**src/source/soc_pkg.sv**
```systemverilog
package soc_pkg;

    localparam int ADDR_W    = 32;
    localparam int DATA_W    = 32;
    localparam int BYTE_EN_W = DATA_W / 8;

    // byte address and data word on the cpu data bus.
    typedef logic [ADDR_W-1:0]    bus_addr_t;
    typedef logic [DATA_W-1:0]    bus_data_t;
    typedef logic [BYTE_EN_W-1:0] byte_en_t;    // bit 0 is the lowest byte.

    localparam int TIMER_OFS_W = 4;
    typedef logic [TIMER_OFS_W-1:0] timer_ofs_t;

    // address map.
    localparam bus_addr_t RAM_BASE   = 32'h0000_0000;
    localparam bus_addr_t TIMER_BASE = 32'h1000_0000;
    localparam bus_addr_t TIMER_SPAN = 32'h0000_0010;    // four word registers.

    // timer register offsets inside the timer region.
    localparam timer_ofs_t TIMER_COUNT_OFS   = 4'h0;
    localparam timer_ofs_t TIMER_COMPARE_OFS = 4'h4;
    localparam timer_ofs_t TIMER_CTRL_OFS    = 4'h8;

    // control/status bits.
    localparam int CTRL_ENABLE_BIT  = 0;
    localparam int CTRL_PENDING_BIT = 1;    // write 1 to clear.

endpackage

```
**src/source/ram_bank.sv**
```systemverilog
`timescale 1ns/1ns

module ram_bank import soc_pkg::*; #(
    parameter int BANK_DEPTH = 64
) (
    input  logic                          clk,
    input  logic                          bank_wr_i,
    input  logic                          bank_rd_i,
    input  logic [$clog2(BANK_DEPTH)-1:0] row_i,
    input  bus_data_t                     wrdata_i,
    input  byte_en_t                      byteenable_i,
    output bus_data_t                     rddata_o
);

    bus_data_t mem [BANK_DEPTH];

    // byte lanes written independently.
    always_ff @(posedge clk) begin
        if (bank_wr_i) begin
            for (int i = 0; i < BYTE_EN_W; i++) begin
                if (byteenable_i[i]) begin
                    mem[row_i][8*i +: 8] <= wrdata_i[8*i +: 8];
                end
            end
        end
    end

    // word held until the next read strobe.
    always_ff @(posedge clk) begin
        if (bank_rd_i) begin
            rddata_o <= mem[row_i];
        end
    end

endmodule

```
**config.mk**
```make
export PLATFORM = sky130hd
export DESIGN_NAME = ram_bank
export DESIGN_NICKNAME = d
export VERILOG_FILES = /design/src/source/soc_pkg.sv /design/src/source/ram_bank.sv
export SDC_FILE = /design/constraint.sdc
export NUM_CORES = 2
export LEC_CHECK = 0
export ABC_AREA = 1
export BUFFER_PORTS_ARGS = -buffer_cell sky130_fd_sc_hd__buf_2
export CAP_MARGIN = 30
export CORE_ASPECT_RATIO = 1.75
export CORE_MARGIN = 1
export CORE_UTILIZATION = 35
export CTS_CLUSTER_SIZE = 28
export DETAILED_ROUTE_END_ITERATION = 16
export PLACE_DENSITY = 0.62
export SETUP_SLACK_MARGIN = 0.5
export SLEW_MARGIN = 10
export SYNTH_ARGS = -nofsm -noshare
export SYNTH_HDL_FRONTEND = slang
export SYNTH_SLANG_ARGS = --single-unit
```
**constraint.sdc**
```tcl
create_clock -name clk -period 1.9 [get_ports clk]
set_input_delay 0.285 -clock clk [delete_from_list [all_inputs] [get_ports clk]]
set_output_delay 0.285 -clock clk [all_outputs]
set_load 0.05 [all_outputs]
```
==> out/qor.yml <==
outcome: "finished with violations"
violations: "setup timing"
finalNetCount: 9295
dpl_worst_slack_ps: -678.6
crit_slowest_cell: "edfxtp_1"
yosysMostFrequentCell: "nand2_1"
drt-vias-per-instance: 4.876
root_buffer: "clkbuf_16"
htree_levels: 4
grt_pass1_vias: 61330
initial_core_util_pct: 35.18
rows: 243
grt_max_degree: 96
worstSkewPairLatency_ps: 840
yosys_warnings: 0
path_class: "flop to output port"
fin_crit_ps: 2083
seq_area_sq_mm: 0.06246
grt_pass1_wl_microns: 396000
synthMuxAreaShare_pct: 0
cp-end-kind: "output port"
clock_skew_ps: 33.37
hold_viol: 0
synthDistinctLibCells: 19
synth_top_cells_by_area: "edfxtp_1 (71%), nand2_1 (25%), nor2_1 (1.4%)"
drv_slew: 0
num_io_pins: 77
crit_family: "flip-flops"
synth_common_cells: "nand2_1 (5796), edfxtp_1 (2080), nor2_1 (328)"
finalSetupViolations: 8
fill_cells: 23050
synth_top_area_cell: "edfxtp_1"
coreArea_sq_mm: 0.2502
io_buffer_count: 76
layout-drive-gt1-share_pct: 17.94
ir_worst_vdd_mv: 0.6320
final_util_pct: 43.18
drc: 0
max_stage_delay_ps: 710
worst_slack_ps: -182.9
gp_congestion: 1.034
ys.flop_type: "edfxtp_1"
crit_chain: "buf_6"
synth_edf_count: 2080
syn_to_final_growth_pct: 22.75
netlist_instances: 8723
final_antenna_net_count: 0
p_per_area_mw_per_mm2: 881.9
die_x_microns: 381.1
clk_path_buf_depth: 4
synth_compound_area_share_pct: 0.08245
synth_sequential_area_ratio_pct: 70.96
path_max_fanout: 1
overflow: 0
hpwl_microns: 182400
fin_cells: 12690
synthXorXnorAreaFrac_pct: 0
required_ps: 1620
die-area_sq_mm: 0.2536
drv_cap: 0
yosys.area_share.simple_pct: 26.32
dp_cells: 12330
synth_top_family_by_area: "simple AND/OR/NAND/NOR gates"
hold_slack_ps: 132.8
synth_adder_area_share_pct: 0
synth.top_cell.area_share_pct: 70.96
ys_ff_latch: 2080
wl_microns: 271300
p_leak_nw: 44.11
multiInputGateArea_sq_mm: 0.02581
antenna_found_initial: 5
tightest_slew_ps: 683.9
drt-initial-drc-count: 5231
grt_usage_pct: 21.03
vias: 61870
regToRegSetupSlack_ps: 330
firstDrtPassIters: 6
die_h_microns: 665.4
path_clk_slew_ps: 70
min_path_type: "primary input to flop"
netlist_area_sq_mm: 0.08802
cp-start-kind: "flop"
max_freq_mhz: 480.1
clkSinkCount: 2080
fin_crit_sh_pct: 109.6
critPathArrivalTime_ps: 1800
cts_tree: "yes"
avgSynthCellArea_sq_um: 10.09
rsz0062_at_grt: "yes"
slew_headroom_pct: 54.36
avgRoutedWirePerCell_microns: 21.38
synth_nets: 8768
cts_buffers: 178
synthArstFlopShare_pct: 0
cp_num_buf_inv: 1
==> routing by layer <==
layer	wire [microns]	track usage (%)	share of wire, %	vias up
li1	-	-	-	29110
met1	100500	24.17	37	30080
met2	137500	37.25	51	2069
met3	13970	2.281	5.1	609
met4	19390	13.19	7.1	4
met5	24	0	0.0088	-
==> worst paths after layout <==
check | endpoint | cells after the start | from
max | rddata_o[0] | 1 | rddata_o[0]
min | mem[54][4] | 4 | byteenable_i[0]
min reg2reg | rddata_o[30] | 6 | mem[47][30]
max reg2reg | rddata_o[6] | 11 | mem[35][6]
==> layout make-up <==
cell class	instances	share of cell area [%]
repair buffers	799	9.129
clock buffers	213	4.303
flip-flops and latches	2080	57.81
clock inverters	97	0.9067
inverters	23	0.1262
multi-input cells	6168	23.89
diodes	3	0.006948
well taps	3307	3.830
==> state kept, by name, summed over array words and instances (netlist names) <==
signal / flops
mem: 2048
rddata_o: 32
==> cell usage in the layout (no fill, tap or decap), types with 3 or more instances in the layout <==
cell / n
clkinv_4: 5
nor2_2: 164
dlygate4sd3_1: 33
nor2_4: 144
clkbuf_16: 183
diode_2: 3
buf_4: 390
nand2_4: 34
clkbuf_1: 32
o21ai_1: 3
nor3_2: 4
nor3_4: 4
o211ai_1: 5
or2_2: 3
nand3_1: 5
o21ai_0: 3
nor2_1: 31
inv_1: 18
buf_12: 285
buf_8: 9
edfxtp_1: 2080
clkinv_1: 28
buf_6: 35
clkinv_2: 32
buf_16: 3
nand2_1: 5458
clkinvlp_4: 11
nand2_2: 304
bufinv_16: 19
buf_2: 41
==> where the power goes <==
| part | leakage, nW | internal [mW] | switching [mW] |
|---|---|---|---|
| sequential | 18.7 | 50.7 | 0.191 |
| clock | 2.74 | 20.1 | 16.5 |
| combinational | 22.6 | 2.44 | 5.38 |
==> cells by family (layout without fill, tap and decap cells) <==
kind of cell / Yosys count / in the layout
buf+inv: 475 / 1132
compound gates: 12 / 12
other cells: 0 / 3
flops: 2080 / 2080
simple gates: 6156 / 6156
==> stage by stage <==
| stage | power, mW | cell area [sq um] | TNS, ps |
|---|---|---|---|
| global placement | 59.07 | 99620 | -635130 |
| floorplan | 55.39 | 88790 | 0 |
| CTS | 95.62 | 107000 | -1429 |
| detailed placement | 59.12 | 99620 | -687860 |
| global route | 97.70 | 108000 | -981.9 |
| finish | 95.28 | 108000 | -839.9 |
==> timing repair <==
item                       CTS  global route
setup buffers                3            12
cloned                       1             2
pin swaps                  158           178
setup endpoints to repair  844           818
gates resized for setup    409           234
hold buffers                33             0
hold endpoints to repair   935             0
Power figures use the tool's default switching activity.
