$ cat config.mk
export PLATFORM = sky130hd
export DESIGN_NAME = dbus_decoder
export DESIGN_NICKNAME = d
export VERILOG_FILES = /design/src/source/soc_pkg.sv /design/src/source/dbus_decoder.sv
export SDC_FILE = /design/constraint.sdc
export NUM_CORES = 1
export LEC_CHECK = 0
export BUFFER_PORTS_ARGS = -buffer_cell sky130_fd_sc_hd__buf_2
export CAP_MARGIN = 0
export CORE_AREA = 2 2 39 41
export DETAILED_ROUTE_END_ITERATION = 7
export DIE_AREA = 0 0 41 43
export PLACE_DENSITY = 0.75
export SLEW_MARGIN = 0
export SYNTH_ARGS = -nofsm -noshare
export SYNTH_HDL_FRONTEND = slang
export SYNTH_SLANG_ARGS = --single-unit
$ cat constraint.sdc
create_clock -name vclk -period 1.19
set_input_delay 0.0595 -clock vclk [all_inputs]
set_output_delay 0.0595 -clock vclk [all_outputs]
set_load 0.01 [all_outputs]
$ cat src/source/soc_pkg.sv
package soc_pkg;

    localparam int ADDR_W    = 32;
    localparam int DATA_W    = 32;
    localparam int BYTE_EN_W = DATA_W / 8;

    // byte address and data word on the cpu data bus.
    typedef logic [ADDR_W-1:0]    bus_addr_t;
    typedef logic [DATA_W-1:0]    bus_data_t;
    typedef logic [BYTE_EN_W-1:0] byte_en_t;    // bit 0 is the lowest byte.

    localparam int TIMER_OFS_W = 4;
    typedef logic [TIMER_OFS_W-1:0] timer_ofs_t;

    // address map.
    localparam bus_addr_t RAM_BASE   = 32'h0000_0000;
    localparam bus_addr_t TIMER_BASE = 32'h1000_0000;
    localparam bus_addr_t TIMER_SPAN = 32'h0000_0010;    // four word registers.

    // timer register offsets inside the timer region.
    localparam timer_ofs_t TIMER_COUNT_OFS   = 4'h0;
    localparam timer_ofs_t TIMER_COMPARE_OFS = 4'h4;
    localparam timer_ofs_t TIMER_CTRL_OFS    = 4'h8;

    // control/status bits.
    localparam int CTRL_ENABLE_BIT  = 0;
    localparam int CTRL_PENDING_BIT = 1;    // write 1 to clear.

endpackage

$ cat src/source/dbus_decoder.sv
`timescale 1ns/1ns

module dbus_decoder import soc_pkg::*; #(
    parameter int NUM_BANKS  = 4,
    parameter int BANK_DEPTH = 64
) (
    input  bus_addr_t                          dbus_address_i,
    input  logic                               dbus_read_i,
    input  logic                               dbus_write_i,
    input  logic                               rd_accept_i,
    output logic [NUM_BANKS-1:0]               bank_wr_o,
    output logic [NUM_BANKS-1:0]               bank_rd_o,
    output logic [$clog2(BANK_DEPTH)-1:0]      bank_row_o,
    output logic                               timer_wr_o,
    output logic                               timer_rd_o,
    output timer_ofs_t                         timer_ofs_o,
    output logic [$clog2(NUM_BANKS + 2)-1:0]   rd_src_o
);

    localparam int BANK_W     = $clog2(NUM_BANKS);
    localparam int ROW_W      = $clog2(BANK_DEPTH);
    localparam int SRC_W      = $clog2(NUM_BANKS + 2);
    localparam int WORD_SHIFT = $clog2(BYTE_EN_W);

    localparam bus_addr_t RAM_BYTES = bus_addr_t'(NUM_BANKS * BANK_DEPTH * BYTE_EN_W);

    // read source codes: banks 0..NUM_BANKS-1, then timer, then unmapped.
    localparam logic [SRC_W-1:0] SRC_TIMER    = SRC_W'(NUM_BANKS);
    localparam logic [SRC_W-1:0] SRC_UNMAPPED = SRC_W'(NUM_BANKS + 1);

    bus_addr_t         ram_ofs;
    bus_addr_t         timer_rel;
    logic              in_ram;
    logic              in_timer;
    logic              rd_new;
    logic [BANK_W-1:0] bank_idx;

    assign ram_ofs   = dbus_address_i - RAM_BASE;
    assign timer_rel = dbus_address_i - TIMER_BASE;
    assign in_ram    = ram_ofs < RAM_BYTES;
    assign in_timer  = timer_rel < TIMER_SPAN;

    // only the first cycle of a held read reaches the targets.
    assign rd_new = dbus_read_i & ~rd_accept_i;

    // low word-address bits pick the bank, the rest pick the row.
    assign bank_idx   = ram_ofs[WORD_SHIFT +: BANK_W];
    assign bank_row_o = ram_ofs[WORD_SHIFT + BANK_W +: ROW_W];

    always_comb begin
        bank_wr_o = '0;
        bank_rd_o = '0;
        if (in_ram) begin
            bank_wr_o[bank_idx] = dbus_write_i;
            bank_rd_o[bank_idx] = rd_new;
        end
    end

    assign timer_wr_o  = in_timer & dbus_write_i;
    assign timer_rd_o  = in_timer & rd_new;
    assign timer_ofs_o = timer_rel[TIMER_OFS_W-1:0];

    always_comb begin
        if (in_ram) begin
            rd_src_o = SRC_W'(bank_idx);
        end else if (in_timer) begin
            rd_src_o = SRC_TIMER;
        end else begin
            rd_src_o = SRC_UNMAPPED;    // returns zero.
        end
    end

endmodule

==> impl_metrics.ini <==
[timing]
finalSetupViolations = 1
slew_violations = 0
fin_crit_ns = 1.20
period_share_pct = 101
relSlewSlack_pct = 79.5
finalHoldViolCount = 0
setup_ws_ns = -0.0107
rsz0062_at_grt = true
fmax_mhz = 833
tightestPinTransition_ns = 0.307

[global_route]
grt_pass1_wl_microns = 1840
overflow = 0
grt_pass1_vias = 464
antenna_found_initial = 0
grt_max_degree = 10
grt_util_all_layers_pct = 13.9

[worst_setup_path]
arrival_ns = 1.14
critPathKind = input pin to primary output
worstPathMaxFanout = 4
cp-start-kind = input pin
cp-end-kind = primary output
cp_data_required_time_ns = 1.13

[synth]
ys_seq_area_share_pct = 0
synth.net_count = 86
synthDistinctLibCells = 18
synth_cells = 51
avgSynthCellArea_sq_um = 6.33
synth_warnings = 0
synth_area_sq_um = 323

[drt]
vias = 559
wirelength_microns = 1360
postRouteAntennaNets = 0
drt-initial-drc-count = 2
drc = 0
viasPerCell = 4.74
avgRoutedWirePerCell_microns = 11.5
first_pass_iters = 2

[min_path]
worstHoldEndpoint = timer_ofs_o[0]
holdCritPathClass = input pin to primary output
hp-start = dbus_address_i[0]
hold_depth = 0

[final_layout]
antennaDiodeCount = 0
final_nets = 139
seq_cells = 0
nClkBuffers = 0
drive_gt1_share_pct = 79.4
fin_cells = 118
regArea_sq_um = 0
area_growth_pct = 138
post-route-util_pct = 55.5

[outcome]
violations = setup timing
outcome = finished with violations

[placed_design]
io_buffers = 54
dp_hpwl_microns = 977
place_congestion = 0.682
pre_cts_ws_ns = -0.0802
dp.cells = 114

[power_and_ir_drop]
ir_drop_v = 0.0000688
powerDensity_nw_per_um2 = 188
p_leak_nw = 0.382

[die]
ios = 58
fp.dieW_microns = 41
initial_utilization_pct = 23.3
die_h_microns = 43
rows = 14
core-area_sq_um = 1380
dieArea_sq_um = 1760

[job]
cap_viol_max_count = 0

[clock_tree]
ctsHoldBuffers = 0
[kinds of logic after synthesis]
logic type | share of synthesized area, %
buffers and inverters | 29.5
AND/OR/NAND/NOR | 67.8
AO/OA/AOI/OAI | 2.71
[per-stage QoR]
stage          hold slack [ns]  instance area, sq um  TNS [ns]  power [mW]
2_1_floorplan            0.211                   323         0      0.0578
3_3_place_gp             0.119                   559    -0.762       0.107
3_5_place_dp             0.119                   559    -0.705       0.110
4_1_cts                  0.119                   641  -0.00635       0.124
5_1_grt                  0.119                   768    -0.373       0.160
6_report                 0.119                   768   -0.0107       0.144
[worst max-delay path, stage by stage]
cell,delay (ns)
buf_2,0.11
nor4_4,0.25
nand2_2,0.12
buf_4,0.15
nor4b_2,0.27
buf_2,0.18
[how the worst max path moves through the flow]
stage,start,to,slack [ns],cells past startpoint
after detailed placement,dbus_address_i[15],bank_wr_o[3],-0.08,6
after global placement,dbus_address_i[15],timer_wr_o,-0.08,6
after CTS,dbus_address_i[18],bank_wr_o[3],-0.003,7
after global routing,dbus_address_i[31],timer_rd_o,-0.11,6
final,dbus_address_i[31],timer_rd_o,-0.01,6
after floorplan,dbus_address_i[23],timer_rd_o,0.13,3
[repair_timing]
item	in CTS	in global routing
gates resized for setup	13	20
pin swaps	5	11
setup buffers	1	2
cloned	1	0
setup endpoints to repair	13	13
[area by class of cell]
class	instances	area [sq um]
timing repair buffer	63	392
fill	132	616
multi-input combinational	38	353
tap	16	20.0
inverter	1	3.75
[metal layers]
metal / share of wire (%) / up-vias / GRT usage [%]
met3: 11 / 0 / 1.05
met5: 0 / - / 0
met4: 0 / 0 / 0
li1: - / 278 / -
met1: 37 / 251 / 16.8
met2: 53 / 30 / 26.3
[Yosys cell counts (all sizes together)]
cell	count	area share [%]
nor3b	2	6.2
nand3	5	7.8
nand2	5	5.8
a211o	1	2.7
or3	1	1.9
nor4b	1	2.7
nor2b	3	5.8
inv	1	1.2
nor2	3	3.5
nand4	1	1.9
nor4	6	16
or2	1	1.9
nor3	9	14
buf	12	28
[report_power, final]
part	total (mW)	switching [mW]	internal, mW
sequential	0	0	0
combinational	0.144	0.0679	0.0763
clock	0	0	0
[cells in the final DEF (no fill, tap or decap), drive strengths merged]
master / Yosys / routed
or2: 1 / 1
nand2: 5 / 5
nand4: 1 / 1
nor4: 6 / 6
buf: 12 / 63
nor2b: 3 / 3
nor3b: 2 / 2
nor2: 3 / 3
inv: 1 / 1
a211o: 1 / 1
nand3: 5 / 5
or3: 1 / 1
nor3: 9 / 9
nor4b: 1 / 1
(Power assumes the default switching activity.)
