[config.mk]
export PLATFORM = sky130hd
export DESIGN_NAME = tick_timer
export DESIGN_NICKNAME = d
export VERILOG_FILES = /design/src/source/soc_pkg.sv /design/src/source/tick_timer.sv
export SDC_FILE = /design/constraint.sdc
export NUM_CORES = 1
export LEC_CHECK = 0
export BUFFER_PORTS_ARGS = -buffer_cell sky130_fd_sc_hd__buf_2
export CAP_MARGIN = 20
export CELL_PAD_IN_SITES_DETAIL_PLACEMENT = 1
export CELL_PAD_IN_SITES_GLOBAL_PLACEMENT = 2
export CORE_MARGIN = 2
export CORE_UTILIZATION = 38
export CTS_CLUSTER_SIZE = 16
export DETAILED_ROUTE_END_ITERATION = 12
export PLACE_DENSITY_LB_ADDON = 0.1
export SYNTH_ARGS = -nofsm -noshare
export SYNTH_HDL_FRONTEND = slang
export SYNTH_SLANG_ARGS = --single-unit
export TNS_END_PERCENT = 50
[constraint.sdc]
create_clock -name clk -period 2.8 [get_ports clk]
set_clock_uncertainty 0.15 [all_clocks]
set_input_delay 0.28 -clock clk [delete_from_list [all_inputs] [get_ports clk]]
set_output_delay 0.28 -clock clk [all_outputs]
set_load 0.05 [all_outputs]
[src/source/soc_pkg.sv]
package soc_pkg;

    localparam int ADDR_W    = 32;
    localparam int DATA_W    = 32;
    localparam int BYTE_EN_W = DATA_W / 8;

    // byte address and data word on the cpu data bus.
    typedef logic [ADDR_W-1:0]    bus_addr_t;
    typedef logic [DATA_W-1:0]    bus_data_t;
    typedef logic [BYTE_EN_W-1:0] byte_en_t;    // bit 0 is the lowest byte.

    localparam int TIMER_OFS_W = 4;
    typedef logic [TIMER_OFS_W-1:0] timer_ofs_t;

    // address map.
    localparam bus_addr_t RAM_BASE   = 32'h0000_0000;
    localparam bus_addr_t TIMER_BASE = 32'h1000_0000;
    localparam bus_addr_t TIMER_SPAN = 32'h0000_0010;    // four word registers.

    // timer register offsets inside the timer region.
    localparam timer_ofs_t TIMER_COUNT_OFS   = 4'h0;
    localparam timer_ofs_t TIMER_COMPARE_OFS = 4'h4;
    localparam timer_ofs_t TIMER_CTRL_OFS    = 4'h8;

    // control/status bits.
    localparam int CTRL_ENABLE_BIT  = 0;
    localparam int CTRL_PENDING_BIT = 1;    // write 1 to clear.

endpackage

[src/source/tick_timer.sv]
`timescale 1ns/1ns

module tick_timer import soc_pkg::*; (
    input  logic       clk,
    input  logic       reset_i,
    input  logic       timer_wr_i,
    input  logic       timer_rd_i,
    input  timer_ofs_t timer_ofs_i,
    input  bus_data_t  wrdata_i,
    output bus_data_t  rddata_o,
    output logic       irq_o
);

    bus_data_t count_q;
    bus_data_t compare_q;
    logic      enable_q;
    logic      pending_q;
    logic      match;
    logic      clr_pending;

    assign match       = enable_q && (count_q == compare_q);
    assign clr_pending = timer_wr_i && (timer_ofs_i == TIMER_CTRL_OFS)
                         && wrdata_i[CTRL_PENDING_BIT];

    always_ff @(posedge clk) begin
        if (reset_i) begin
            count_q   <= '0;
            compare_q <= '0;
            enable_q  <= 1'b0;
            pending_q <= 1'b0;
        end else begin
            if (timer_wr_i && timer_ofs_i == TIMER_COUNT_OFS) begin
                count_q <= wrdata_i;
            end else if (match) begin
                count_q <= '0;    // wrap on compare.
            end else if (enable_q) begin
                count_q <= count_q + 1'b1;
            end
            if (timer_wr_i && timer_ofs_i == TIMER_COMPARE_OFS) begin
                compare_q <= wrdata_i;
            end
            if (timer_wr_i && timer_ofs_i == TIMER_CTRL_OFS) begin
                enable_q <= wrdata_i[CTRL_ENABLE_BIT];
            end
            // a match in the clear cycle still sets pending.
            pending_q <= match | (pending_q & ~clr_pending);
        end
    end

    always_ff @(posedge clk) begin
        if (timer_rd_i) begin
            case (timer_ofs_i)
                TIMER_COUNT_OFS:   rddata_o <= count_q;
                TIMER_COMPARE_OFS: rddata_o <= compare_q;
                TIMER_CTRL_OFS: begin
                    rddata_o                   <= '0;
                    rddata_o[CTRL_ENABLE_BIT]  <= enable_q;
                    rddata_o[CTRL_PENDING_BIT] <= pending_q;
                end
                default:           rddata_o <= '0;
            endcase
        end
    end

    assign irq_o = pending_q;

endmodule

==> summary.md, run 1 <==
## Logic synthesis
* sky130_fd_sc_hd__dfxtp_1 — Most used DFF post-synth
* 9.31 µm² — Avg Inst Size Synth
* 0 — number of warnings issued by yosys
* 27.0% — fraction of synthesized cell area taken by the top area cell type
* 0.00489 mm² — post-synth design cell area
* 566 — Post-Synthesis Net Count
* 32 — number of synthesized flops with an enable pin
* sky130_fd_sc_hd__nand2_1 — dominant cell by count in the synthesized netlist
* 51 — number of distinct standard cells referenced by the synthesized netlist
* sky130_fd_sc_hd__dfxtp_1, sky130_fd_sc_hd__edfxtp_1, sky130_fd_sc_hd__xnor2_1, sky130_fd_sc_hd__nand2_1, sky130_fd_sc_hd__a22o_1 — cell types occupying the most area after synthesis
* 0% — FFs w/ async S/R, synth
* 525 — Cells after Synth
* sky130_fd_sc_hd__dfxtp_1 — leading area contributor after synthesis
* 98 — number of register bits inferred by synthesis
* 46.7% — share of synthesized area occupied by flip-flops and latches
* sky130_fd_sc_hd__nand2_1, sky130_fd_sc_hd__dfxtp_1, sky130_fd_sc_hd__xnor2_1 — commonest cells in the netlist

## GRT
* 0 — sum of overflow across all layers after global routing
* 25100 µm — wire length of the first global-routing pass
* 0 — initial antenna violation count
* 23.6% — Total Routing Usage GR
* 34 — largest net degree at the start of global routing
* 4265 — vias in the first global route

## Timing
* 0 — final count of pins violating max slew
* 44.4% — worst slew margin relative to its limit
* 2430 ps — final critical path time including I/O delays and setup
* 0 — endpoints failing setup
* 0.411 GHz — upper clock frequency limit
* 0 ps — aggregate negative setup slack
* 86.9% — share of the cycle needed by the critical path after routing
* 833 ps — measured slew at the worst slew-check pin
* false — unrepaired setup endpoints after global routing
* 367 ps — final critical-path setup slack
* 18.7 ps — Fin Hold WS
* 0 — Final Hold Viols

## Worst setup path
* 2920 ps — required time reported for the critical path endpoint
* simple AND/OR/NAND/NOR gates — kind of cell with the highest combined delay on the critical path
* 370 ps — reg-to-reg setup timing slack
* ha_1 > nand2_1 > nor3_2 > nand3_1 > nor2_1 > xnor2_1 > a211oi_1 — cells traversed along the worst timing path
* flip-flop — endpoint kind of the worst setup timing path
* 7 — cell depth of the worst flop-to-flop path
* sky130_fd_sc_hd__nor3_2 — Critical-path top delay cell
* count_q[1] — Setup crit start
* 530 ps — Crit path largest cell delay
* count_q[1] — Reg2Reg Launch Point
* 0 — number of buffer and inverter stages on the critical path
* count_q[22] — CP endpoint
* flip-flop — critical path launch point type
* 2550 ps — worst endpoint data arrival time
* 7 — Stages on worst setup path
* 7 — largest fanout of any net on the critical path
* count_q[22] — capture point of the worst reg-to-reg path
* reg2reg — critical path class

## Drt
* 5.42 — post-detailed-route via-to-cell ratio
* 0 — DRC errors left
* 244 — initial drt markers
* 4 — detailed-router iteration count before antenna repair
* 15800 µm — wirelength, routed
* 20.8 µm — Routed WL per cell
* 0 — Routed Antenna Nets
* 4139 — total vias in the final route

## Power
* 0.255 mV — highest ir drop seen on vdd
* 47.1% — register share of total power
* 0.00202 µW — Lkg Pwr
* 795 µW — power dissipated by switching net loads
* 24.4% — sw frac
* 9.3% — combinational share of power
* 43.7% — clock network power share
* 2470 µW — Power Internal
* 568 mW/mm² — power per unit of standard cell area

## Flow run
* 0 — Max-cap violations

## Placement
* 72 — Port Buffer Count
* 11600 µm — half-perimeter wire length of the detailed placement result
* 0.835 — final weighted congestion of routability-driven global placement
* 407 ps — worst setup slack after placement

## Hold path
* 3 — cell depth of the worst hold path
* in2reg — Hold/Removal Path Class

## Clocking
* 70 ps — clock slew at the register clock pins of the worst setup and hold paths
* 9 — number of buffers inserted during clock tree synthesis
* sky130_fd_sc_hd__clkbuf_16 — clock root buffer
* 360 ps — clock insertion delay at the later pin of the skew report
* yes — TritonCTS clock tree
* 0 — hold bufs inserted after CTS
* 3 — H-tree level count
* 0 — number of gates given a new drive strength after cts
* 98 — clk sinks
* 0 — total setup buffers inserted after CTS
* 2 — Longest Clk Path Bufs

## Final layout
* 45.7% — share of the core filled with cells
* 17.5% — layout-stage area growth over the synthesis result
* 0.00228 mm² — area used by sequential logic in the layout
* 20.5% — fraction of layout cells with a size suffix above 1
* 0 — antenna cell count
* 1485 — # fillers
* 0.00242 mm² — area of combinational cells with multiple inputs
* 627 — Post-layout nets

## Floorplan
* 41 — count of standard-cell rows
* 0.0126 mm² — area inside the core boundary
* 38.9% — Starting Density
* 117 µm — Horiz. Die Dim
* 117 µm — height of the chip
* 0.0138 mm² — overall die area
* 73 — number of placed I/O pins

## Status
* complete, no violations — result of the run

worst register-to-register path, stage by stage, from the launching register on:
cell and delay (ps):
sky130_fd_sc_hd__dfxtp_1 430, sky130_fd_sc_hd__ha_1 350, sky130_fd_sc_hd__nand2_1 150, sky130_fd_sc_hd__nor3_2 530, sky130_fd_sc_hd__nand3_1 230, sky130_fd_sc_hd__nor2_1 160, sky130_fd_sc_hd__xnor2_1 90, sky130_fd_sc_hd__a211oi_1 260
placed cells by master (no fill, tap or decap), types with 4 or more instances in the layout:
cell | synthesis | final
sky130_fd_sc_hd__nand2_1 | 83 | 82
sky130_fd_sc_hd__xnor2_1 | 42 | 42
sky130_fd_sc_hd__o21ai_0 | 8 | 8
sky130_fd_sc_hd__a31oi_1 | 11 | 11
sky130_fd_sc_hd__clkbuf_16 | 0 | 9
sky130_fd_sc_hd__nor3_1 | 7 | 7
sky130_fd_sc_hd__buf_4 | 4 | 14
sky130_fd_sc_hd__nand4_1 | 24 | 24
sky130_fd_sc_hd__edfxtp_1 | 32 | 32
sky130_fd_sc_hd__a211oi_1 | 23 | 23
sky130_fd_sc_hd__xor2_1 | 14 | 14
sky130_fd_sc_hd__nor4_1 | 6 | 6
sky130_fd_sc_hd__buf_2 | 9 | 72
sky130_fd_sc_hd__nand3_1 | 21 | 21
sky130_fd_sc_hd__and4_4 | 4 | 4
sky130_fd_sc_hd__dfxtp_1 | 66 | 66
sky130_fd_sc_hd__a21oi_1 | 37 | 37
sky130_fd_sc_hd__nor2_1 | 37 | 37
sky130_fd_sc_hd__a22o_1 | 29 | 29
sky130_fd_sc_hd__inv_1 | 4 | 4
per-layer routing:
layer  GRT usage, %  up-vias  part of all wire, %
met4           7.83        0                  1.6
met1           33.6     2015                   49
met5              0        -                    0
met3           3.65       15                  4.3
met2           36.5       91                   45
li1               -     2018                    -
worst min path at each step:
stage                         end  slack (ps)           from
floorplan             rddata_o[0]         240     timer_rd_i
global placement    compare_q[18]         320  compare_q[18]
detailed placement  compare_q[23]         330  compare_q[23]
CTS                  compare_q[7]          10    wrdata_i[7]
global route        compare_q[29]          30   wrdata_i[29]
finish               compare_q[7]          20    wrdata_i[7]
power groups by stage:
stage | sequential, µW | combinational (µW) | clock, µW
after floorplan | 1610 | 135 | 0
after global placement | 1560 | 299 | 0
after detailed placement | 1570 | 302 | 0
after CTS | 1530 | 303 | 1450
after global routing | 1540 | 326 | 1500
final | 1530 | 302 | 1420
state kept, by name, summed over array words and instances, names as in the netlist:
signal and count:
count_q 32, irq_o 1, rddata_o 32, compare_q 32, enable_q 1
cells by family (layout without fill, tap and decap cells):
family | count (synthesis) | in the layout | synth area share [%]
and+or+nand+nor | 210 | 210 | 22.1
AOI/OAI and AO/OA | 116 | 116 | 16.2
adders and majority gates | 1 | 1 | 0.256
buffers and inverters | 41 | 107 | 4.07
DFF | 98 | 98 | 46.7
xor gates and xnor gates | 56 | 56 | 10.0
muxes | 3 | 3 | 0.615
layout make-up:
class	instances	share of cell area [%]
clock buffers	11	4.05
inverters	5	0.327
flip-flops and latches	98	39.7
multi-input cells	386	42.2
well taps	172	3.75
repair buffers	86	8.11
clock inverters	5	1.79
metrics by stage:
stage / area (µm²) / cells / power (µW)
floorplan: 4890 / 525 / 1750
global placement: 5410 / 747 / 1860
detailed placement: 5410 / 747 / 1870
CTS: 5740 / 763 / 3290
global route: 5740 / 763 / 3370
finish: 5740 / 763 / 3260
No activity file was read; power rests on OpenSTA's default activity.
==> run 2: changes to the inputs <==
--- a/config.mk
+++ b/config.mk
@@ -9,10 +9,11 @@
 export CAP_MARGIN = 20
 export CELL_PAD_IN_SITES_DETAIL_PLACEMENT = 1
 export CELL_PAD_IN_SITES_GLOBAL_PLACEMENT = 2
-export CORE_MARGIN = 2
+export CORE_MARGIN = 8
 export CORE_UTILIZATION = 38
 export CTS_CLUSTER_SIZE = 16
 export DETAILED_ROUTE_END_ITERATION = 12
+export MAX_ROUTING_LAYER = met4
 export PLACE_DENSITY_LB_ADDON = 0.1
 export SYNTH_ARGS = -nofsm -noshare
 export SYNTH_HDL_FRONTEND = slang
==> run 2 against run 1 <==
Compared with the run above:
- wire length up 2.2%
- register-to-register slack worse by 20 ps
- design area hardly changed
- total power down 3.7%
- flip-flop and latch count stayed put
- worst setup slack got worse by 23 ps
- critical path type unchanged
==> summary.md, run 2 (synthesized netlist as in run 1, its figures left out) <==
## Status
* complete, no violations — result of the run, unchanged

## Clocking
* 0 — hold bufs inserted after CTS, unchanged
* 0 — number of gates given a new drive strength after cts, unchanged
* 360 ps — clock insertion delay at the later pin of the skew report, about the same
* 0 — total setup buffers inserted after CTS, unchanged
* 9 — number of buffers inserted during clock tree synthesis, unchanged
* 3 — H-tree level count, unchanged
* 98 — clk sinks, unchanged
* 2 — Longest Clk Path Bufs, unchanged
* 70 ps — clock slew at the register clock pins of the worst setup and hold paths, about the same
* sky130_fd_sc_hd__clkbuf_16 — clock root buffer, unchanged
* yes — TritonCTS clock tree, unchanged

## Power
* 0.00203 µW — Lkg Pwr, was 0.00202 µW
* 0.276 mV — highest ir drop seen on vdd, was 0.255 mV
* 547 mW/mm² — power per unit of standard cell area, was 568 mW/mm²

## Floorplan
* 129 µm — height of the chip, was 117 µm
* 38.9% — Starting Density, unchanged
* 41 — count of standard-cell rows, unchanged
* 129 µm — Horiz. Die Dim, was 117 µm
* 0.0167 mm² — overall die area, was 0.0138 mm²
* 73 — number of placed I/O pins, unchanged
* 0.0126 mm² — area inside the core boundary, unchanged

## Final layout
* sky130_fd_sc_hd__nand2_1, sky130_fd_sc_hd__buf_2, sky130_fd_sc_hd__dfxtp_1 — commonest non-fill, non-tap cells in the layout, unchanged
* 629 — Post-layout nets, was 627
* 17.5% — layout-stage area growth over the synthesis result, about the same
* 764 — non-filler cells in the finished layout, was 763
* 20.6% — fraction of layout cells with a size suffix above 1, was 20.5%
* 0 — antenna cell count, unchanged
* sky130_fd_sc_hd__nand2_1 — most common library cell in the layout ignoring fill and taps, unchanged
* compare_q x32, count_q x32, rddata_o x32 — top flop regs, unchanged

## Timing
* 0 — Final Hold Viols, unchanged
* 0 ps — aggregate negative setup slack, unchanged
* 0 — final count of pins violating max slew, unchanged
* 0 — endpoints failing setup, unchanged
* false — unrepaired setup endpoints after global routing, unchanged
* 847 ps — measured slew at the worst slew-check pin, was 833 ps
* 87.7% — share of the cycle needed by the critical path after routing, was 86.9%
* 2460 ps — final critical path time including I/O delays and setup, was 2430 ps
* 43.5% — worst slew margin relative to its limit, was 44.4%
* 0.407 GHz — upper clock frequency limit, was 0.411 GHz

## Drt
* 16200 µm — wirelength, routed, was 15800 µm
* 21.2 µm — Routed WL per cell, was 20.8 µm
* 0 — Routed Antenna Nets, unchanged
* 260 — initial drt markers, was 244
* 5.49 — post-detailed-route via-to-cell ratio, was 5.42
* 4192 — total vias in the final route, was 4139
* 0 — DRC errors left, unchanged
* 4 — detailed-router iteration count before antenna repair, unchanged

## Hold path
* wrdata_i[22] — hold wc startpoint, was wrdata_i[7]
* in2reg — Hold/Removal Path Class, unchanged

## GRT
* 0 — initial antenna violation count, unchanged
* 4344 — vias in the first global route, was 4265
* 0 — sum of overflow across all layers after global routing, unchanged
* 33 — largest net degree at the start of global routing, was 34
* 25500 µm — wire length of the first global-routing pass, was 25100 µm
* 20.8% — Total Routing Usage GR, was 23.6%

## Placement
* 749 — placed cell count, was 747
* 72 — Port Buffer Count, unchanged
* 0.917 — final weighted congestion of routability-driven global placement, was 0.835
* 11900 µm — half-perimeter wire length of the detailed placement result, was 11600 µm

## Worst setup path
* count_q[1] — Setup crit start, unchanged
* 2580 ps — worst endpoint data arrival time, was 2550 ps
* reg2reg — critical path class, unchanged
* 2920 ps — required time reported for the critical path endpoint, about the same
* ha_1 > nand2_1 > nor3_2 > nand3_1 > nor2_1 > xnor2_1 > a211oi_1 — cells traversed along the worst timing path, unchanged
* flip-flop — critical path launch point type, unchanged
* 7 — largest fanout of any net on the critical path, unchanged
* count_q[1] — Reg2Reg Launch Point, unchanged
* 490 ps — Crit path largest cell delay, was 530 ps
* sky130_fd_sc_hd__nor3_2 — Critical-path top delay cell, unchanged
* flip-flop — endpoint kind of the worst setup timing path, unchanged

## Flow run
* 0 — Max-cap violations, unchanged

run 2: cell count changes in the layout (fill, tap and decap cells not counted), sizes merged:
cell	previous run	this run
clkinvlp	1	0
buf	86	88
bufinv	3	1
clkbuf	11	13
run 2: final timing paths:
check,end,slack [ps],depth (start not counted)
worst min-delay path,compare_q[22],20,3
worst max register to register,count_q[22],340,7
worst min register to register,compare_q[27],340,2
worst max-delay path,count_q[22],340,7
run 2: through the flow:
| step | worst slack (ps) | instance area, µm² | hold slack [ps] | utilization, % | total power, µW |
|---|---|---|---|---|---|
| after floorplan | 889 | 4890 | 242 | - | 1750 |
| after global placement | 399 | 5430 | 322 | 43.2 | 1870 |
| after detailed placement | 353 | 5430 | 333 | 43.2 | 1870 |
| after CTS | 335 | 5740 | 12.0 | 45.7 | 3170 |
| after global routing | 91.3 | 5740 | 25.3 | 45.7 | 3250 |
| final | 344 | 5740 | 19.1 | 45.7 | 3140 |
run 2: worst max-delay path, delay by kind of cell, from the launching register on:
kind	cells	cell delay, ps
AOI/OAI and AO/OA	1	250
DFF	1	480
xor gates and xnor gates	1	100
adders and majority gates	1	370
and+or+nand+nor	4	1030
run 2: power breakdown:
group	switching [µW]	total, µW	leakage (µW)	internal (µW)
sequential	35.3	1540	0.000864	1500
clock	536	1300	0.000151	766
combinational	207	302	0.00101	95.5
run 2: layer usage:
metal / part of all wire, % / track usage, %
met1: 48 / 26.7
met2: 47 / 33.0
met3: 4.3 / 2.71
met4: 0.78 / 7.05
met5: 0 / -
run 2: cell type report:
class                      instances  area, µm²
clock buffer                      13        272
clock inverter                     2       35.0
fill                            1482       6830
inverter                           5       18.8
multi-input combinational        386       2420
sequential                        98       2280
tap                              172        215
timing repair buffer              88        493
