File: src/source/soc_pkg.sv
package soc_pkg;

    localparam int ADDR_W    = 32;
    localparam int DATA_W    = 32;
    localparam int BYTE_EN_W = DATA_W / 8;

    // byte address and data word on the cpu data bus.
    typedef logic [ADDR_W-1:0]    bus_addr_t;
    typedef logic [DATA_W-1:0]    bus_data_t;
    typedef logic [BYTE_EN_W-1:0] byte_en_t;    // bit 0 is the lowest byte.

    localparam int TIMER_OFS_W = 4;
    typedef logic [TIMER_OFS_W-1:0] timer_ofs_t;

    // address map.
    localparam bus_addr_t RAM_BASE   = 32'h0000_0000;
    localparam bus_addr_t TIMER_BASE = 32'h1000_0000;
    localparam bus_addr_t TIMER_SPAN = 32'h0000_0010;    // four word registers.

    // timer register offsets inside the timer region.
    localparam timer_ofs_t TIMER_COUNT_OFS   = 4'h0;
    localparam timer_ofs_t TIMER_COMPARE_OFS = 4'h4;
    localparam timer_ofs_t TIMER_CTRL_OFS    = 4'h8;

    // control/status bits.
    localparam int CTRL_ENABLE_BIT  = 0;
    localparam int CTRL_PENDING_BIT = 1;    // write 1 to clear.

endpackage

File: src/source/dbus_return.sv
`timescale 1ns/1ns

module dbus_return import soc_pkg::*; #(
    parameter int NUM_BANKS = 4
) (
    input  logic                             clk,
    input  logic                             reset_i,
    input  logic                             dbus_read_i,
    input  logic [$clog2(NUM_BANKS + 2)-1:0] rd_src_i,
    input  logic [NUM_BANKS*DATA_W-1:0]      bank_rddata_i,
    input  bus_data_t                        timer_rddata_i,
    output logic                             rd_accept_o,
    output logic                             dbus_stall_o,
    output bus_data_t                        dbus_rddata_o
);

    localparam int SRC_W = $clog2(NUM_BANKS + 2);

    localparam logic [SRC_W-1:0] SRC_TIMER    = SRC_W'(NUM_BANKS);
    localparam logic [SRC_W-1:0] SRC_UNMAPPED = SRC_W'(NUM_BANKS + 1);

    logic             pending_q;
    logic [SRC_W-1:0] src_q;

    // first cycle of a read stalls, second returns data.
    assign dbus_stall_o = dbus_read_i & ~pending_q;
    assign rd_accept_o  = pending_q;

    always_ff @(posedge clk) begin
        if (reset_i) begin
            pending_q <= 1'b0;
            src_q     <= SRC_UNMAPPED;
        end else begin
            pending_q <= dbus_stall_o;
            if (dbus_stall_o) begin
                src_q <= rd_src_i;    // latched with the request.
            end
        end
    end

    always_comb begin
        dbus_rddata_o = '0;
        for (int b = 0; b < NUM_BANKS; b++) begin
            if (src_q == SRC_W'(b)) begin
                dbus_rddata_o = bank_rddata_i[b*DATA_W +: DATA_W];
            end
        end
        if (src_q == SRC_TIMER) begin
            dbus_rddata_o = timer_rddata_i;
        end
    end

endmodule

File: config.mk
export PLATFORM = sky130hd
export DESIGN_NAME = dbus_return
export DESIGN_NICKNAME = d
export VERILOG_FILES = /design/src/source/soc_pkg.sv /design/src/source/dbus_return.sv
export SDC_FILE = /design/constraint.sdc
export NUM_CORES = 1
export LEC_CHECK = 0
export ABC_AREA = 1
export BUFFER_PORTS_ARGS = -buffer_cell sky130_fd_sc_hd__buf_4
export CELL_PAD_IN_SITES_DETAIL_PLACEMENT = 1
export CELL_PAD_IN_SITES_GLOBAL_PLACEMENT = 1
export CORE_MARGIN = 5
export CORE_UTILIZATION = 18
export CTS_CLUSTER_SIZE = 28
export DETAILED_ROUTE_END_ITERATION = 6
export PLACE_DENSITY = 0.84
export SLEW_MARGIN = 20
export SYNTH_ARGS = -nofsm -noshare
export SYNTH_HDL_FRONTEND = slang
export SYNTH_SLANG_ARGS = --single-unit
export TNS_END_PERCENT = 100
File: constraint.sdc
create_clock -name clk -period 1.4 [get_ports clk]
set_input_delay 0.14 -clock clk [delete_from_list [all_inputs] [get_ports clk]]
set_output_delay 0.14 -clock clk [all_outputs]
set_load 0.01 [all_outputs]
==> results.json, run 1 <==
{
  "slew_violations": 0,
  "synth-seq-area-share_pct": 5.079,
  "critPathCapture": "dbus_rddata_o[2]",
  "drtIter0Drc": 65,
  "swShare_pct": 37.22,
  "reg2reg_from": "src_q[1]$_SDFFE_PP0P_",
  "drtAntennaViolNets": 0,
  "layout-drive-gt1-share_pct": 51.11,
  "seq_power_share_pct": 9.5,
  "viasPerCell": 4.736,
  "crit_slowest_cell": "dfxtp_4",
  "fin_util_pct": 42.05,
  "syn_nets": 503,
  "worstReg2RegEnd": "src_q[1]$_SDFFE_PP0P_",
  "setup_viol": 32,
  "grt_pass1_vias": 3313,
  "min_period_ns": 1.612,
  "wirelength_um": 11040,
  "dpl_worst_slack_ns": -0.06352,
  "clockPowerShare_pct": 16.6,
  "clk_latency_ns": 0.22,
  "status": "finished with violations",
  "fin_worst_skew_ns": 0.0007584,
  "synth_top_cell_by_area": "nand2_1",
  "p_int_uw": 926.0,
  "die_h_um": 103.6,
  "die_width_um": 103.6,
  "reg2reg_slack_ns": 0.48,
  "yosysUniqueCellTypes": 19,
  "switching_power_uw": 549.0,
  "die_area_sq_um": 10730,
  "critPathLaunch": "src_q[0]$_SDFFE_PP1P_",
  "peakVddDrop_uv": 253.9,
  "core_area_sq_um": 8636,
  "grt_max_degree": 24,
  "remaining_drc_errors": 0,
  "combPwrFrac_pct": 73.9,
  "finalHoldViolations": 0,
  "fin_cells": 648,
  "crit_fanout": 6,
  "postSynthCellCount": 337,
  "cp.depth": 7,
  "io_pins": 200,
  "synth_ff_type": "dfxtp_1",
  "crit_buf_inv": 3,
  "power_mw": 1.475,
  "crit_family": "simple AND/OR/NAND/NOR gates",
  "worstSetupEndpointType": "output port",
  "path_cells": "nor3_4, buf_6, buf_6, nand2_1, nand2_1, nand3_1, buf_4",
  "clk_pin_slew_ns": 0.03,
  "crit_type": "flop to output port",
  "clkSinkCount": 4,
  "cts-buffers-inserted": 3,
  "cp-start-kind": "flop",
  "worst_pin_slew_ns": 0.2503,
  "dp_hpwl_um": 8636,
  "nets": 708,
  "p_leak_nw": 2.079,
  "violations": "negative setup slack",
  "layout_setup_ws_ns": -0.2117,
  "cts_tree": "built",
  "synth_warnings": 0,
  "rsz0062_at_grt": "yes",
  "fmax_mhz": 620.5,
  "required_ns": 1.26,
  "critPathArrivalTime_ns": 1.47,
  "num_vias": 3069,
  "drv_cap": 0,
  "portBuffers": 199,
  "hold_class": "primary input to flop",
  "clockBufferDepth": 2,
  "whs_ns": 0.09918,
  "grtUsageTotal_pct": 18.64,
  "synth_top_area_share_pct": 39.05,
  "dpl.cell_count": 637,
  "grt_pass1_wl_um": 16590,
  "antenna_cells": 0,
  "start_util_pct": 18.26,
  "wl_per_cell_um": 17.03,
  "power_density_nw_per_um2": 406.2,
  "synth_edf_count": 0,
  "h-tree-depth": 1,
  "maxSlewHeadroom_pct": 83.32,
  "synth_area_leaders": "nand2_1, nand4_1, nand3_1",
  "fp-row-count": 34,
  "gp_congestion": 0.8048,
  "ys_async_sr_fraction_pct": 0,
  "synth_area_sq_um": 1577,
  "period_share_pct": 115.1,
  "post_synth.cell_area_avg_sq_um": 4.678,
  "reg2reg_depth": 4,
  "area_growth_pct": 130.3,
  "dr.pass1.iters": 4,
  "critPathMaxStageDelay_ns": 0.37,
  "ys_ff_latch": 4,
  "overflow": 0,
  "cts_root_buf": "clkbuf_8",
  "antenna_found_initial": 0,
  "hold_depth": 2,
  "hold_buffers": 0
}
layer usage:
metal  GRT usage [%]  wire [um]
met1           19.55       4034
met2           36.11       5917
met3           5.908        926
met4           3.280        160
met5               0          0
synth_stat cells, types with 2 or more instances:
master,n
nor2_1,3
buf_6,3
buf_2,6
nand4_1,32
nand3_1,33
buf_4,4
o21ai_0,22
nor3_4,2
buf_1,3
dfxtp_1,4
o21ai_1,11
nand2_1,164
inv_2,2
clkbuf_1,9
inv_1,35
per-stage QoR:
stage / TNS (ns) / instance area [sq um]
final: -4.786 / 3631
after global routing: -7.483 / 3631
after CTS: -5.232 / 3495
after detailed placement: -1.320 / 3258
after global placement: 0 / 3258
after floorplan: 0 / 1577
timing repair:
action / CTS / global route
setup buffers: 6 / 0
gates cloned: 4 / 0
resized for setup: 32 / 51
setup endpoints to repair: 32 / 32
pin swaps: 5 / 16
layout make-up:
type                       count  area (sq um)
tap                          108         135.1
sequential                     4         88.84
inverter                      37         141.4
clock buffer                   3         41.29
fill                        1177          5005
timing repair buffer         226          1863
multi-input combinational    270          1361
power groups by stage:
| stage | Sequential (mW) | Combinational, mW | Clock [mW] |
|---|---|---|---|
| final | 0.141 | 1.09 | 0.244 |
| after global routing | 0.142 | 1.18 | 0.255 |
| after CTS | 0.140 | 1.06 | 0.250 |
| after detailed placement | 0.142 | 0.993 | 0 |
| after global placement | 0.141 | 0.966 | 0 |
| after floorplan | 0.132 | 0.359 | 0 |
cells by family (layout without fill, tap and decap cells):
kind of cell           count (synthesis)  count (layout)  share of synthesized area, %
flip-flops                             4               4                         5.080
AND/OR/NAND/NOR                      235             235                         65.71
buffers and inverters                 63             266                         17.94
AO/OA/AOI/OAI                         35              35                         11.27
layout by cell type, fill, tap and decap left out, drive strengths merged:
cell type  instances
nor3               2
clkbuf             3
o211ai             1
dfxtp              4
inv               37
nand2            164
nand4             32
a21oi              1
nor2               4
nand3             33
o21ai             33
buf              226
worst min path at each step:
stage                       start                endpoint  slack [ns]
after CTS                 reset_i  rd_accept_o$_SDFF_PP0_        0.09
after global routing      reset_i  rd_accept_o$_SDFF_PP0_        0.10
after detailed placement  reset_i  rd_accept_o$_SDFF_PP0_        0.32
after floorplan           reset_i  rd_accept_o$_SDFF_PP0_        0.21
after global placement    reset_i  rd_accept_o$_SDFF_PP0_        0.32
final                     reset_i  rd_accept_o$_SDFF_PP0_         0.1
registers in the layout (all words and copies together) (netlist names):
name	cells
src_q	3
rd_accept_o	1
Power figures use the tool's default switching activity.
==> inputs of run 2 (changes only) <==
--- a/config.mk
+++ b/config.mk
@@ -5,15 +5,14 @@
 export SDC_FILE = /design/constraint.sdc
 export NUM_CORES = 1
 export LEC_CHECK = 0
-export ABC_AREA = 1
 export BUFFER_PORTS_ARGS = -buffer_cell sky130_fd_sc_hd__buf_4
 export CELL_PAD_IN_SITES_DETAIL_PLACEMENT = 1
 export CELL_PAD_IN_SITES_GLOBAL_PLACEMENT = 1
 export CORE_MARGIN = 5
-export CORE_UTILIZATION = 18
+export CORE_UTILIZATION = 19
 export CTS_CLUSTER_SIZE = 28
 export DETAILED_ROUTE_END_ITERATION = 6
-export PLACE_DENSITY = 0.84
+export PLACE_DENSITY = 0.83
 export SLEW_MARGIN = 20
 export SYNTH_ARGS = -nofsm -noshare
 export SYNTH_HDL_FRONTEND = slang
==> run 2 against run 1 <==
The run still ends with negative setup slack left. Global-route usage down 1.2 points. Cell count decreased by 21%. Power increased by 11%. Clock power is 9.8% higher. Non-clock buffer count is the same. First-iteration DRC count shrank 48%. Fmax decreased by 2.3%. Critical endpoint unchanged. Largest cell class unchanged.
==> results.json, run 2 <==
{
  "gp_congestion": 0.8192,
  "crit_type": "flop to output port",
  "start_util_pct": 19.37,
  "p_leak_nw": 1.546,
  "cts_root_buf": "clkbuf_8",
  "syn_nets": 368,
  "area_growth_pct": 135.0,
  "synth_ff_type": "dfxtp_1",
  "fin_worst_skew_ns": 0.001753,
  "num_vias": 2489,
  "critPathArrivalTime_ns": 1.51,
  "layout_setup_ws_ns": -0.2494,
  "wl_per_cell_um": 18.49,
  "wirelength_um": 9412,
  "overflow": 0,
  "cts-buffers-inserted": 3,
  "antenna_found_initial": 0,
  "drv_cap": 0,
  "reg2reg_depth": 5,
  "dpl_worst_slack_ns": -0.1118,
  "portBuffers": 199,
  "synth_edf_count": 0,
  "hold_class": "primary input to flop",
  "cts_tree": "built",
  "io_pins": 200,
  "fp-row-count": 32,
  "post_synth.cell_area_avg_sq_um": 7.334,
  "core_area_sq_um": 7647,
  "crit_slowest_cell": "dfxtp_4",
  "finalHoldViolations": 0,
  "fmax_mhz": 606.3,
  "largest-register": "src_q",
  "most-common-layout-cells": "buf_4, mux2i_1, o21a_1, nand3_1, a22oi_1",
  "synth.most_common_cell": "mux2i_1",
  "clockBufferDepth": 2,
  "viasPerCell": 4.890,
  "hold_buffers": 0,
  "violations": "negative setup slack",
  "finalInstanceArea_sq_um": 3481,
  "synth_area_sq_um": 1481,
  "crit_family": "buffers and inverters",
  "dp_hpwl_um": 7188,
  "clkSinkCount": 4,
  "critPathMaxStageDelay_ns": 0.42,
  "cp-start-kind": "flop",
  "path_cells": "buf_8, buf_8, mux2i_1, o21a_1, o21ai_0, buf_4",
  "clk_latency_ns": 0.22,
  "maxSlewHeadroom_pct": 82.46,
  "power_density_nw_per_um2": 471.7,
  "h-tree-depth": 1,
  "synth_warnings": 0,
  "fin_util_pct": 45.52,
  "yosysUniqueCellTypes": 20,
  "rsz0062_at_grt": "yes",
  "nets": 574,
  "postSynthCellCount": 202,
  "place_area_sq_um": 3146,
  "cp_common_cell": "buf_8",
  "layout-drive-gt1-share_pct": 61.18,
  "min_period_ns": 1.649,
  "slew_violations": 0,
  "clk_pin_slew_ns": 0.04,
  "synth_top_area_share_pct": 24.32,
  "crit_fanout": 8,
  "hold_depth": 2,
  "worst_pin_slew_ns": 0.2631,
  "period_share_pct": 117.8,
  "die_h_um": 98.30,
  "grt_pass1_wl_um": 13810,
  "remaining_drc_errors": 0,
  "synth_top_cell_by_area": "mux2i_1",
  "synth-seq-area-share_pct": 5.405,
  "grtUsageTotal_pct": 17.47,
  "synthTopCellsByCount": "mux2i_1, o21a_1, a22oi_1, nand3_1, o21ai_0",
  "mostFrequentLayoutCell": "buf_4",
  "power_mw": 1.642,
  "reg2reg_slack_ns": 0.24,
  "synth_area_leaders": "mux2i_1, o21a_1, a22oi_1",
  "setup_viol": 32,
  "largest_reg_flops": 3,
  "drtIter0Drc": 34,
  "die_width_um": 98.30,
  "grt_pass1_vias": 2747,
  "die_area_sq_um": 9663,
  "drtAntennaViolNets": 0,
  "dr.pass1.iters": 4,
  "crit_buf_inv": 3,
  "ys_ff_latch": 4,
  "ys_async_sr_fraction_pct": 0,
  "peakVddDrop_uv": 360.6,
  "antenna_cells": 0,
  "worstSetupEndpointType": "output port",
  "status": "finished with violations",
  "required_ns": 1.26,
  "cp.depth": 6,
  "grt_max_degree": 42
}
## run 2: cell types whose count changed after synthesis, moves of 4 or more
cell,before,now
nand2_1,164,1
mux2i_1,0,36
inv_1,35,0
nand4_1,32,0
o21a_1,0,31
a22oi_1,0,28
nand3_1,33,28
nand3b_1,0,4
nor2b_1,0,4
## run 2: layer usage
| layer | up-vias | GRT usage (%) | share of wire [%] |
|---|---|---|---|
| met2 | 99 | 35.00 | 56 |
| met5 | - | 0 | 0 |
| met4 | 0 | 4.832 | 2.2 |
| met3 | 18 | 4.000 | 6.0 |
| li1 | 1194 | - | - |
| met1 | 1178 | 17.72 | 36 |
## run 2: cells by family after synthesis
| group | synth area share (%) |
|---|---|
| and+or+nand+nor | 15.79 |
| AOI/OAI and AO/OA | 43.16 |
| buffers and inverters | 10.56 |
| muxes | 25.08 |
| DFF | 5.406 |
## run 2: worst reg2reg max path: stages, from the launching register on
cell,delay (ns)
dfxtp_4,0.38
buf_12,0.15
clkbuf_16,0.15
buf_4,0.13
mux2i_1,0.14
nor2_1,0.08
## run 2: power by group
part           internal [mW]  total, mW  leakage, nW  switching (mW)
Sequential             0.123      0.140       0.0337          0.0171
Clock                  0.196      0.268       0.0228          0.0728
Combinational          0.745       1.23         1.49           0.489
Total                   1.06       1.64         1.55           0.579
## run 2: stage by stage
stage                     hold WS (ns)  setup TNS (ns)  cells
final                           0.1136          -6.517    509
after global routing            0.1171          -8.718    509
after CTS                      0.09896          -6.868    504
after detailed placement        0.3290         -0.7931    493
after global placement          0.3296      -0.0009820    493
after floorplan                 0.2116               0    202
## run 2: what timing repair did
item	CTS	global route
gates cloned	2	4
pin swaps	3	5
endpoints found under the setup margin	32	32
resized for setup	31	16
buffers inserted	6	3
## run 2: worst paths after layout
check                         start                endpoint
min                         reset_i  rd_accept_o$_SDFF_PP0_
max reg2reg   src_q[1]$_SDFFE_PP0P_   src_q[1]$_SDFFE_PP0P_
max           src_q[1]$_SDFFE_PP0P_        dbus_rddata_o[2]
min reg2reg  rd_accept_o$_SDFF_PP0_  rd_accept_o$_SDFF_PP0_
## run 2: cell type report
| class | count | area, sq um |
|---|---|---|
| fillers | 950 | 4167 |
| repair buffers | 226 | 1891 |
| multi-input cells | 173 | 1329 |
| well taps | 102 | 127.6 |
| flip-flops and latches | 4 | 88.84 |
| clock buffers | 4 | 45.04 |
==> inputs of run 3 (changes only) <==
==> constraint.sdc (replaced) <==
create_clock -name clk -period 1.4 [get_ports clk]
set_input_delay 0.21 -clock clk [delete_from_list [all_inputs] [get_ports clk]]
set_output_delay 0.21 -clock clk [all_outputs]
set_load 0.01 [all_outputs]
==> run 3 against run 2 <==
The run still ends with negative setup slack left. Largest cell class unchanged. Core utilization fell by 0.11 points. Critical path type unchanged. Fmax fell by 4.8%. Sequential share of layout area fell by 0.066 points. Via count fell by 0.84%. Global-route usage fell by 0.15 points. Sequential cell count did not move. First-iteration DRC count fell by 21%. Routed wire length fell by 5.1%. Count of clock-buffer cells in the layout did not move. Sequential power fell by 4%. Worst hold slack improved by 0.065 ns. Clock power fell by 3%.
==> results.json, run 3 (synthesis gave the netlist of run 2 again) <==
{
  "status": "finished with violations",
  "hold_class": "primary input to flop",
  "grtUsageTotal_pct": 17.32,
  "grt_pass1_vias": 2765,
  "reg2reg_slack_ns": 0.25,
  "maxSlewHeadroom_pct": 80.06,
  "grt_pass1_wl_um": 13680,
  "clockBufferDepth": 2,
  "clockPowerShare_pct": 15.8,
  "largest-register": "src_q",
  "cts-buffers-inserted": 3,
  "critPathMaxStageDelay_ns": 0.34,
  "worst_pin_slew_ns": 0.2978,
  "wl_per_cell_um": 17.55,
  "layout-drive-gt1-share_pct": 61.92,
  "fin_worst_skew_ns": 0.001189,
  "hold_buffers": 0,
  "drtAntennaViolNets": 0,
  "peakVddDrop_uv": 311.0,
  "drtIter0Drc": 27,
  "most-common-layout-cells": "buf_4, mux2i_1, o21a_1, o21ai_1, nand3_1",
  "overflow": 0,
  "area_growth_pct": 134.4,
  "mostFrequentLayoutCell": "buf_4",
  "switching_power_uw": 571.4,
  "gp_congestion": 0.8326,
  "swShare_pct": 34.91,
  "path_cells": "buf_6, nor3b_4, buf_6, buf_12, a22oi_2, o21ai_1, buf_4",
  "finalHoldViolations": 0,
  "crit_family": "buffers and inverters",
  "period_share_pct": 123.8,
  "grt_max_degree": 27,
  "cts_tree": "built",
  "power_mw": 1.637,
  "crit_fanout": 7,
  "critPathArrivalTime_ns": 1.52,
  "dp_hpwl_um": 7029,
  "antenna_cells": 0,
  "io_pins": 200,
  "fin_util_pct": 45.40,
  "drv_cap": 0,
  "die_h_um": 98.30,
  "crit_slowest_cell": "dfxtp_4",
  "setup_viol": 32,
  "portBuffers": 199,
  "worstSetupEndpointType": "output port",
  "fp-row-count": 32,
  "wirelength_um": 8935,
  "crit_buf_inv": 4,
  "clkSinkCount": 4,
  "antenna_found_initial": 0,
  "start_util_pct": 19.37,
  "cp_common_cell": "buf_6",
  "combPwrFrac_pct": 75.9,
  "layout_setup_ws_ns": -0.3331,
  "clk_pin_slew_ns": 0.03,
  "crit_type": "flop to output port",
  "dr.pass1.iters": 4,
  "seq_power_share_pct": 8.3,
  "p_leak_nw": 1.531,
  "whs_ns": 0.1783,
  "viasPerCell": 4.849,
  "cp-start-kind": "flop",
  "slew_violations": 0,
  "min_period_ns": 1.733,
  "h-tree-depth": 1,
  "rsz0062_at_grt": "yes",
  "cts_root_buf": "clkbuf_8",
  "die_width_um": 98.30,
  "remaining_drc_errors": 0,
  "die_area_sq_um": 9663,
  "power_density_nw_per_um2": 471.4,
  "required_ns": 1.19,
  "nets": 574,
  "clk_latency_ns": 0.22,
  "p_int_mw": 1.065,
  "largest_reg_flops": 3,
  "num_vias": 2468,
  "fmax_mhz": 577.0,
  "core_area_sq_um": 7647,
  "violations": "negative setup slack"
}
-- run 3: changes by cell type in the layout (fill, tap and decap cells not counted), sizes merged --
cell and delta:
buf +3, clkbuf -3
-- run 3: layout make-up --
cell class              count  area (sq um)
well taps                 102         127.6
flip-flops and latches      4         86.33
clock buffers               4         45.04
multi-input cells         173          1339
fillers                   967          4175
repair buffers            226          1874
-- run 3: per-layer routing --
metal	GRT usage, %	part of all wire [%]
met3	4.786	7.6
met1	18.36	37
met4	2.521	0.21
met5	0	0
met2	34.27	55
-- run 3: final timing paths --
check / start / to / cells past startpoint
worst max-delay path: src_q[1]$_SDFFE_PP0P_ / dbus_rddata_o[5] / 7
worst min-delay path: reset_i / src_q[1]$_SDFFE_PP0P_ / 2
worst max register to register: src_q[1]$_SDFFE_PP0P_ / src_q[1]$_SDFFE_PP0P_ / 6
worst min register to register: rd_accept_o$_SDFF_PP0_ / rd_accept_o$_SDFF_PP0_ / 2
-- run 3: worst register-to-register path, stage by stage, from the launching register on --
cell	delay (ns)
dfxtp_4	0.34
buf_6	0.12
buf_12	0.12
buf_16	0.13
buf_4	0.12
mux2i_1	0.14
nor2_1	0.06
-- run 3: power by group through the flow --
stage | logic (mW) | clock network (mW) | registers, mW
2_1_floorplan | 0.470 | 0 | 0.132
4_1_cts | 1.25 | 0.265 | 0.135
3_5_place_dp | 1.11 | 0 | 0.143
5_1_grt | 1.34 | 0.277 | 0.136
3_3_place_gp | 1.08 | 0 | 0.142
6_report | 1.24 | 0.259 | 0.135
-- run 3: metrics by stage --
step	setup TNS, ns	instance area (sq um)	instances	worst slack [ns]
final	-9.795	3472	509	-0.3331
after global routing	-12.43	3472	509	-0.4169
after CTS	-9.416	3443	509	-0.3050
after detailed placement	-2.882	3146	493	-0.1434
after global placement	-2.617	3146	493	-0.1193
after floorplan	0	1481	202	0.007877
-- run 3: timing repair --
action	4_1_cts	5_1_grt
resized for setup	40	10
setup buffers	8	1
pin swaps	5	10
endpoints found under the setup margin	32	33
gates cloned	4	0
